==> src/design/plic_pkg.sv <==
package plic_pkg;

    localparam int num_sources = 16;
    localparam int id_w        = 4;
    localparam int addr_w      = 12;
    localparam int data_w      = 32;

    // address map
    localparam logic [addr_w-1:0] addr_int_en   = 12'h000;
    localparam logic [addr_w-1:0] addr_pri_base = 12'h010;  // one byte per source
    localparam logic [addr_w-1:0] addr_irq_id   = 12'h020;
    localparam logic [addr_w-1:0] addr_mvec     = 12'h024;
    localparam logic [addr_w-1:0] addr_marg     = 12'h028;
    localparam logic [addr_w-1:0] addr_vec_base = 12'h100;  // one word per source
    localparam logic [addr_w-1:0] addr_obj_base = 12'h200;

    typedef enum logic [2:0] {
        region_none,
        region_en,
        region_pri,
        region_irq_id,
        region_mvec,
        region_marg,
        region_vec,
        region_obj
    } reg_region_e;

    typedef struct packed {
        logic              en;
        logic [addr_w-1:0] addr;
        logic [data_w-1:0] data;
        logic [3:0]        strb;
    } plic_wr_t;

    typedef logic [num_sources-1:0][7:0]        pri_vec_t;
    typedef logic [num_sources-1:0][data_w-1:0] word_tab_t;

    typedef struct packed {
        logic [num_sources-1:0] int_en;
        pri_vec_t               pri;
    } plic_cfg_t;

    typedef struct packed {
        logic            valid;
        logic [id_w-1:0] id;
    } plic_sel_t;

endpackage

==> src/design/plic_priority_arbiter.sv <==
module plic_priority_arbiter
    import plic_pkg::*;
(
    input  logic                   clk,
    input  logic                   rst_n,
    input  logic [num_sources-1:0] irq_sources,
    input  plic_cfg_t              cfg,
    output plic_sel_t              sel
);

    // one candidate in the compare tree
    typedef struct packed {
        logic            valid;
        logic [7:0]      pri;
        logic [id_w-1:0] id;
    } node_t;

    logic [num_sources-1:0] masked_r;

    node_t lvl0 [num_sources];
    node_t lvl1 [8];
    node_t lvl2 [4];
    node_t lvl3 [2];
    node_t root;

    // a is always the lower id, so it wins ties
    // two invalid inputs also give a, leaving id 0 when nothing is pending
    function automatic node_t pick(input node_t a, input node_t b);
        if (!b.valid || (a.valid && a.pri >= b.pri)) begin
            return a;
        end
        return b;
    endfunction

    always_ff @(posedge clk or negedge rst_n) begin
        if (!rst_n) begin
            masked_r <= '0;
        end else begin
            masked_r <= irq_sources & cfg.int_en;
        end
    end

    always_comb begin
        for (int i = 0; i < num_sources; i++) begin
            lvl0[i] = '{valid: masked_r[i], pri: cfg.pri[i], id: id_w'(i)};
        end
        for (int i = 0; i < 8; i++) begin
            lvl1[i] = pick(lvl0[2*i], lvl0[2*i+1]);
        end
        for (int i = 0; i < 4; i++) begin
            lvl2[i] = pick(lvl1[2*i], lvl1[2*i+1]);
        end
        for (int i = 0; i < 2; i++) begin
            lvl3[i] = pick(lvl2[2*i], lvl2[2*i+1]);
        end
        root = pick(lvl3[0], lvl3[1]);
    end

    // valid propagates up from any masked bit
    always_ff @(posedge clk or negedge rst_n) begin
        if (!rst_n) begin
            sel <= '0;
        end else begin
            sel.valid <= root.valid;
            sel.id    <= root.id;
        end
    end

endmodule

==> src/design/plic_regfile.sv <==
module plic_regfile
    import plic_pkg::*;
(
    input  logic              clk,
    input  logic              rst_n,
    input  plic_wr_t          bus_wr,
    input  logic [addr_w-1:0] raddr,
    output logic [data_w-1:0] rdata,
    input  logic [id_w-1:0]   irq_id,
    input  logic [data_w-1:0] mvec,
    input  logic [data_w-1:0] marg,
    output plic_cfg_t         cfg,
    output word_tab_t         vec_tab,
    output word_tab_t         obj_tab
);

    logic [num_sources-1:0] int_en;
    pri_vec_t               pri;
    word_tab_t              vec;
    word_tab_t              obj;

    reg_region_e     wr_region;
    reg_region_e     rd_region;
    logic [id_w-1:0] wr_idx;
    logic [id_w-1:0] rd_idx;

    function automatic reg_region_e decode(input logic [addr_w-1:0] addr);
        reg_region_e region;
        region = region_none;
        if (addr == addr_int_en) begin
            region = region_en;
        end else if (addr[addr_w-1:id_w] == addr_pri_base[addr_w-1:id_w]) begin
            region = region_pri;  // 16 bytes, so every lane maps to a source
        end else if (addr == addr_irq_id) begin
            region = region_irq_id;
        end else if (addr == addr_mvec) begin
            region = region_mvec;
        end else if (addr == addr_marg) begin
            region = region_marg;
        end else if (addr[addr_w-1:id_w+2] == addr_vec_base[addr_w-1:id_w+2]) begin
            region = region_vec;
        end else if (addr[addr_w-1:id_w+2] == addr_obj_base[addr_w-1:id_w+2]) begin
            region = region_obj;
        end
        return region;
    endfunction

    assign wr_region = decode(bus_wr.addr);
    assign rd_region = decode(raddr);
    assign wr_idx    = bus_wr.addr[id_w+1:2];  // word index into the tables
    assign rd_idx    = raddr[id_w+1:2];

    // live tables, written directly from the bus
    always_ff @(posedge clk or negedge rst_n) begin
        if (!rst_n) begin
            int_en <= '0;
            pri    <= '0;
            vec    <= '0;
            obj    <= '0;
        end else if (bus_wr.en) begin
            case (wr_region)
                region_en: begin
                    if (bus_wr.strb[0]) begin
                        int_en[7:0] <= bus_wr.data[7:0];
                    end
                    if (bus_wr.strb[1]) begin
                        int_en[15:8] <= bus_wr.data[15:8];
                    end
                end
                region_pri: begin
                    for (int b = 0; b < 4; b++) begin
                        if (bus_wr.strb[b]) begin
                            pri[{bus_wr.addr[id_w-1:2], 2'(b)}] <= bus_wr.data[b*8 +: 8];
                        end
                    end
                end
                region_vec: vec[wr_idx] <= bus_wr.data;  // full word, strb ignored
                region_obj: obj[wr_idx] <= bus_wr.data;
                default: ;  // read-only or unmapped
            endcase
        end
    end

    // shadow copies one cycle behind, feed arbiter and lookup
    always_ff @(posedge clk or negedge rst_n) begin
        if (!rst_n) begin
            cfg     <= '0;
            vec_tab <= '0;
            obj_tab <= '0;
        end else begin
            cfg.int_en <= int_en;
            cfg.pri    <= pri;
            vec_tab    <= vec;
            obj_tab    <= obj;
        end
    end

    always_comb begin
        rdata = '0;
        case (rd_region)
            region_en: rdata[num_sources-1:0] = int_en;
            region_pri: begin
                for (int b = 0; b < 4; b++) begin
                    rdata[b*8 +: 8] = pri[{raddr[id_w-1:2], 2'(b)}];
                end
            end
            region_irq_id: rdata[id_w-1:0] = irq_id;
            region_mvec:   rdata = mvec;
            region_marg:   rdata = marg;
            region_vec:    rdata = vec[rd_idx];
            region_obj:    rdata = obj[rd_idx];
            default:       rdata = '0;
        endcase
    end

endmodule

==> src/design/plic_top.sv <==
module plic_top
    import plic_pkg::*;
(
    input  logic                   clk,
    input  logic                   rst_n,
    input  plic_wr_t               bus_wr,
    input  logic [addr_w-1:0]      raddr,
    output logic [data_w-1:0]      rdata,
    input  logic [num_sources-1:0] irq_sources,
    output logic                   irq_valid,
    output logic [id_w-1:0]        irq_id
);

    plic_cfg_t         cfg;
    word_tab_t         vec_tab;
    word_tab_t         obj_tab;
    plic_sel_t         sel;
    logic [data_w-1:0] mvec;
    logic [data_w-1:0] marg;

    // decode and storage
    plic_regfile u_regfile (
        .clk     (clk),
        .rst_n   (rst_n),
        .bus_wr  (bus_wr),
        .raddr   (raddr),
        .rdata   (rdata),
        .irq_id  (irq_id),
        .mvec    (mvec),
        .marg    (marg),
        .cfg     (cfg),
        .vec_tab (vec_tab),
        .obj_tab (obj_tab)
    );

    plic_priority_arbiter u_arbiter (
        .clk         (clk),
        .rst_n       (rst_n),
        .irq_sources (irq_sources),
        .cfg         (cfg),
        .sel         (sel)
    );

    // result regs, also read back through the regfile
    plic_vector_select u_vector_select (
        .clk       (clk),
        .rst_n     (rst_n),
        .sel       (sel),
        .vec_tab   (vec_tab),
        .obj_tab   (obj_tab),
        .irq_valid (irq_valid),
        .irq_id    (irq_id),
        .mvec      (mvec),
        .marg      (marg)
    );

endmodule

==> src/design/plic_vector_select.sv <==
module plic_vector_select
    import plic_pkg::*;
(
    input  logic              clk,
    input  logic              rst_n,
    input  plic_sel_t         sel,
    input  word_tab_t         vec_tab,
    input  word_tab_t         obj_tab,
    output logic              irq_valid,
    output logic [id_w-1:0]   irq_id,
    output logic [data_w-1:0] mvec,
    output logic [data_w-1:0] marg
);

    logic [data_w-1:0] mvec_stage;
    logic [data_w-1:0] marg_stage;

    always_ff @(posedge clk or negedge rst_n) begin
        if (!rst_n) begin
            irq_valid  <= 1'b0;
            irq_id     <= '0;
            mvec_stage <= '0;
            marg_stage <= '0;
            mvec       <= '0;
            marg       <= '0;
        end else begin
            irq_valid <= sel.valid;
            irq_id    <= sel.id;
            // hold last winner's entries when nothing is pending
            if (sel.valid) begin
                mvec_stage <= vec_tab[sel.id];
                marg_stage <= obj_tab[sel.id];
            end
            mvec <= mvec_stage;  // extra stage for the table mux
            marg <= marg_stage;
        end
    end

endmodule

==> config.mk <==
export PLATFORM = sky130hd
export DESIGN_NAME = plic_top
export DESIGN_NICKNAME = d
export VERILOG_FILES = /design/src/design/plic_pkg.sv /design/src/design/plic_priority_arbiter.sv /design/src/design/plic_regfile.sv /design/src/design/plic_top.sv /design/src/design/plic_vector_select.sv
export SDC_FILE = /design/constraint.sdc
export NUM_CORES = 2
export LEC_CHECK = 0
export BUFFER_PORTS_ARGS = -buffer_cell sky130_fd_sc_hd__buf_2
export CORE_UTILIZATION = 50
export CTS_CLUSTER_SIZE = 25
export DETAILED_ROUTE_END_ITERATION = 6
export GPL_TIMING_DRIVEN = 0
export PLACE_DENSITY = 0.7
export SLEW_MARGIN = 20
export SYNTH_ARGS = -nofsm -noshare
export SYNTH_HDL_FRONTEND = slang
export SYNTH_SLANG_ARGS = --single-unit
==> constraint.sdc <==
create_clock -name clk -period 19.6 [get_ports clk]
set_clock_uncertainty 0.1 [all_clocks]
set_input_delay 1.96 -clock clk [delete_from_list [all_inputs] [get_ports clk]]
set_output_delay 1.96 -clock clk [all_outputs]
set_load 0.05 [all_outputs]
==> results by stage <==
Outcome:
- The flow ran to the end, and the final reports show no timing, DRC or antenna violations.

Timing:
- The final hold slack is 0.266 ns.
- Of the available clock period, the critical path in the final layout requires 46.0%.
- The transition time at the pin with the least slew margin is 1.20 ns.
- The final count of pins violating max slew is 0.
- The sum of negative setup slack is 0 ns.
- The worst setup margin is 10.59 ns.
- The number of failing hold endpoints at the final stage is 0.
- Setup repair after global routing left no endpoint under its margin.
- Setup violations remaining at the end of the flow were counted as 0.
- Measured against its own limit, the worst slew margin works out to 19.9%.
- Timing would allow up to 111 MHz.
- The post-route minimum period is 9.01 ns.

Power and ir drop:
- The cell area power density is 92.2 nW/um2.
- The maximum VDD drop is 0.0800 mV.
- The static leakage is 54.2 nW.

Die:
- The core region is 196000 um2.
- The initial core utilization is 50.5%.
- After floorplanning, the core was divided into 162 placement rows.
- The count of pins on the block boundary is 116.
- The overall die height is 447 um.
- The die covers 200000 um2.
- The floorplan step set the die width to 447 um.

Synthesis:
- Among all flip-flop cells after synthesis, the most frequent one is sky130_fd_sc_hd__dfrtp_1.
- By count the netlist is led by sky130_fd_sc_hd__dfrtp_1 (2490), sky130_fd_sc_hd__mux2_2 (1230), sky130_fd_sc_hd__mux4_2 (672).
- Counting every instance in the synthesized netlist gives 5636.
- The area fraction of the dominant cell type after synthesis is 63.0%.
- The number of distinct standard cells referenced by the synthesized netlist is 64.
- The main combinational cell family by area after synthesis is multiplexers.
- Sorting the synthesized cells by area gives the leading types as sky130_fd_sc_hd__dfrtp_1 (63%), sky130_fd_sc_hd__mux4_2 (15%), sky130_fd_sc_hd__mux2_2 (14%), sky130_fd_sc_hd__ha_1 (1.5%), sky130_fd_sc_hd__buf_2 (0.81%).
- After Yosys synthesis, full adders, half adders and majority gates account for 1.52% of the synthesized area.
- After synthesis the netlist holds a flip-flop and latch count of 2490.
- The simple-gate area share of the yosys netlist is 1.78%.
- Counting flops with an async set or reset pin after synthesis yields a share of 100%.
- The post-synthesis compound-gate area fraction is 1.35%.
- The number of nets handed over by synthesis was 5835.
- Averaged over all synthesized cells, the footprint is 17.6 um2.
- Among all cell types in the netlist, the one instantiated most often is sky130_fd_sc_hd__dfrtp_1.
- The post-synthesis cell type with the largest combined area is sky130_fd_sc_hd__dfrtp_1.
- Counting flops with a built-in enable in the synthesized netlist gives 0.
- Of the post-synthesis cell area, the part taken by muxes is 30.3%.
- The total standard cell area after synthesis is 99000 um2.
- The share of the Yosys chip area taken by registers is 63.0%.
- The Yosys warning count is 0.
- The fraction of synthesized cell area in xor and xnor cells is 0%.

CTS:
- The deepest level of the CTS H-tree is 4.
- In this run, post-CTS repair resized a total of 0 instances.
- The tree built by TritonCTS fans out to 2490 sinks.
- Clock latency on the worst-skew pair, taken at its later pin, is 0.89 ns.
- Once the clock tree was built, the setup fixing pass inserted 0 buffers.
- The root buffer cell chosen for the clock tree is sky130_fd_sc_hd__clkbuf_16.
- The number of buffers on the longest clock path is 3.
- Clock-pin slew was measured on the worst setup and hold paths at 0.07 ns.
- The number of buffers inserted during clock tree synthesis is 237.
- In this run, post-CTS hold repair placed 0 buffers.
- TritonCTS built the clock tree.

Place:
- The setup slack after placement is 10.77 ns.
- The post-DP HPWL is 197000 um.
- The number of buffer cells added on primary ports is 97.
- The instance area at placement is 104000 um2.
- At the end of routability-driven placement, the weighted congestion stood at 0.923.

Flow run:
- The reported max-cap violation count is 0.

Route:
- The residual antenna-violating net count after detailed routing is 0.
- The number of optimization iterations in the first detailed-route pass is 7.
- The via density per instance is 6.13.
- The number of remaining DRC errors is 0.
- The initial DRC count is 5490.
- For this block, the via count after detailed routing is 54191.
- The final wirelength is 285000 um.
- The detailed-route wire length per cell is 32.3 um.

Global route:
- The total overflow left after global routing is 0.
- The initial antenna violation count came to 34.
- Entering global routing, the biggest net connects 145 pins.
- The first-pass GRT wire length is 410000 um.
- For this run, the total global-route usage over all layers was measured as 29.4%.
- The number of global-route vias before repair is 56326.

Cells and area:
- The net count of the finished layout is 6200.
- Summing all non-filler instances in the final layout gives an area of 111000 um2.
- The share of the core filled with cells is 56.9%.
- Of the cells placed in the final design, the portion with a size suffix greater than 1 is 43.2%.
- Compared with the post-synthesis result, the final layout area differs by 12.7%.

Setup path:
- The count of buffer and inverter cells on the critical path is 2.
- The critical path is of the reg2reg type.
- STA puts the critical path data arrival time at 9.62 ns.
- For this run, the slowest stage of the critical path takes 0.74 ns.
- In this run the worst path has a maximum fanout of 10.
- The data required time at the worst endpoint is 20.21 ns.
- The critical path capture point type is a flop.
- Grouping stages by cell kind, the critical path spends the most delay in compound AO/OA/AOI/OAI gates.
- The slowest stage of the critical path is the sky130_fd_sc_hd__a31oi_1 cell.
- STA classifies the critical path startpoint as a flop.

Hold path:
- The path class of the tightest hold or removal check is reg2reg.
final cells by class:
cell class / instances / area (um2)
Antenna cell: 22 / 55.1
Buffer: 405 / 1820
Clock buffer: 362 / 7050
Clock inverter: 76 / 838
Fill cell: 14878 / 84300
Inverter: 89 / 334
Multi-Input combinational cell: 2652 / 34600
Sequential cell: 2490 / 62300
Tap cell: 2624 / 3280
Timing Repair Buffer: 126 / 1200
worst paths after layout:
path                                                       startpoint                                  to  slack [ns]  depth (start not counted)
max                                       u_regfile.cfg[39]$_DFF_PN0_          u_arbiter.sel[2]$_DFF_PN0_       10.59                         29
min                        u_vector_select.marg_stage[19]$_DFFE_PN0P_  u_vector_select.marg[19]$_DFF_PN0_        0.27                          0
max reg2reg                               u_regfile.cfg[39]$_DFF_PN0_          u_arbiter.sel[2]$_DFF_PN0_       10.59                         29
min reg2reg                u_vector_select.marg_stage[19]$_DFFE_PN0P_  u_vector_select.marg[19]$_DFF_PN0_        0.27                          0
max in group asynchronous                                       rst_n    u_regfile.obj_tab[444]$_DFF_PN0_       14.73                          7
min in group asynchronous                                       rst_n      u_regfile.vec[231]$_DFFE_PN0P_        0.97                          1
power breakdown:
part           internal (mW)  switching, mW  total [mW]
Sequential              5.21         0.0372        5.25
Clock                   2.64           1.99        4.63
Combinational          0.123          0.280       0.403
flip-flops by register name, indices dropped and copies added, names as in the netlist, 128 cells and up:
signal	flops
u_regfile.pri	128
u_regfile.obj	512
u_regfile.cfg	144
u_regfile.vec_tab	512
u_regfile.obj_tab	512
u_regfile.vec	512
through the flow:
step	instances	total power, mW
global placement	8357	5.73
global route	8835	10.6
CTS	8824	10.3
finish	8846	10.3
floorplan	5636	5.49
detailed placement	8386	5.74
layout by cell type, fill, tap and decap left out, types with 22 or more instances in the layout:
master	Yosys	routed
sky130_fd_sc_hd__o21ai_0	25	25
sky130_fd_sc_hd__clkbuf_16	0	239
sky130_fd_sc_hd__mux2_2	1230	1230
sky130_fd_sc_hd__nand2_1	110	110
sky130_fd_sc_hd__and2_1	22	22
sky130_fd_sc_hd__ha_1	120	120
sky130_fd_sc_hd__inv_1	89	89
sky130_fd_sc_hd__a22oi_1	36	36
sky130_fd_sc_hd__mux4_2	672	672
sky130_fd_sc_hd__nand4_1	22	22
sky130_fd_sc_hd__clkbuf_8	0	61
sky130_fd_sc_hd__dfrtp_1	2490	2490
sky130_fd_sc_hd__mux2i_1	76	76
sky130_fd_sc_hd__a21oi_1	44	44
sky130_fd_sc_hd__buf_2	160	272
sky130_fd_sc_hd__nor2_1	65	61
sky130_fd_sc_hd__clkinv_2	0	42
sky130_fd_sc_hd__clkbuf_2	0	34
sky130_fd_sc_hd__diode_2	0	22
sky130_fd_sc_hd__buf_16	0	23
sky130_fd_sc_hd__clkbuf_1	205	233
sky130_fd_sc_hd__nand3_1	26	26
cell families (layout without fill, tap and decap cells):
family,Yosys count,in the layout
AOI/OAI and AO/OA,188,188
adders and majority gates,120,120
buffers and inverters,494,1058
DFF,2490,2490
muxes,1996,1996
other,0,22
and+or+nand+nor,348,348
per-layer routing:
layer	wire length (um)	GRT usage (%)
met5	88	0
met4	14800	13.5
met3	22100	6.79
met2	136000	45.8
met1	113000	39.5
Note: power is estimated with default switching activity, not from simulation.
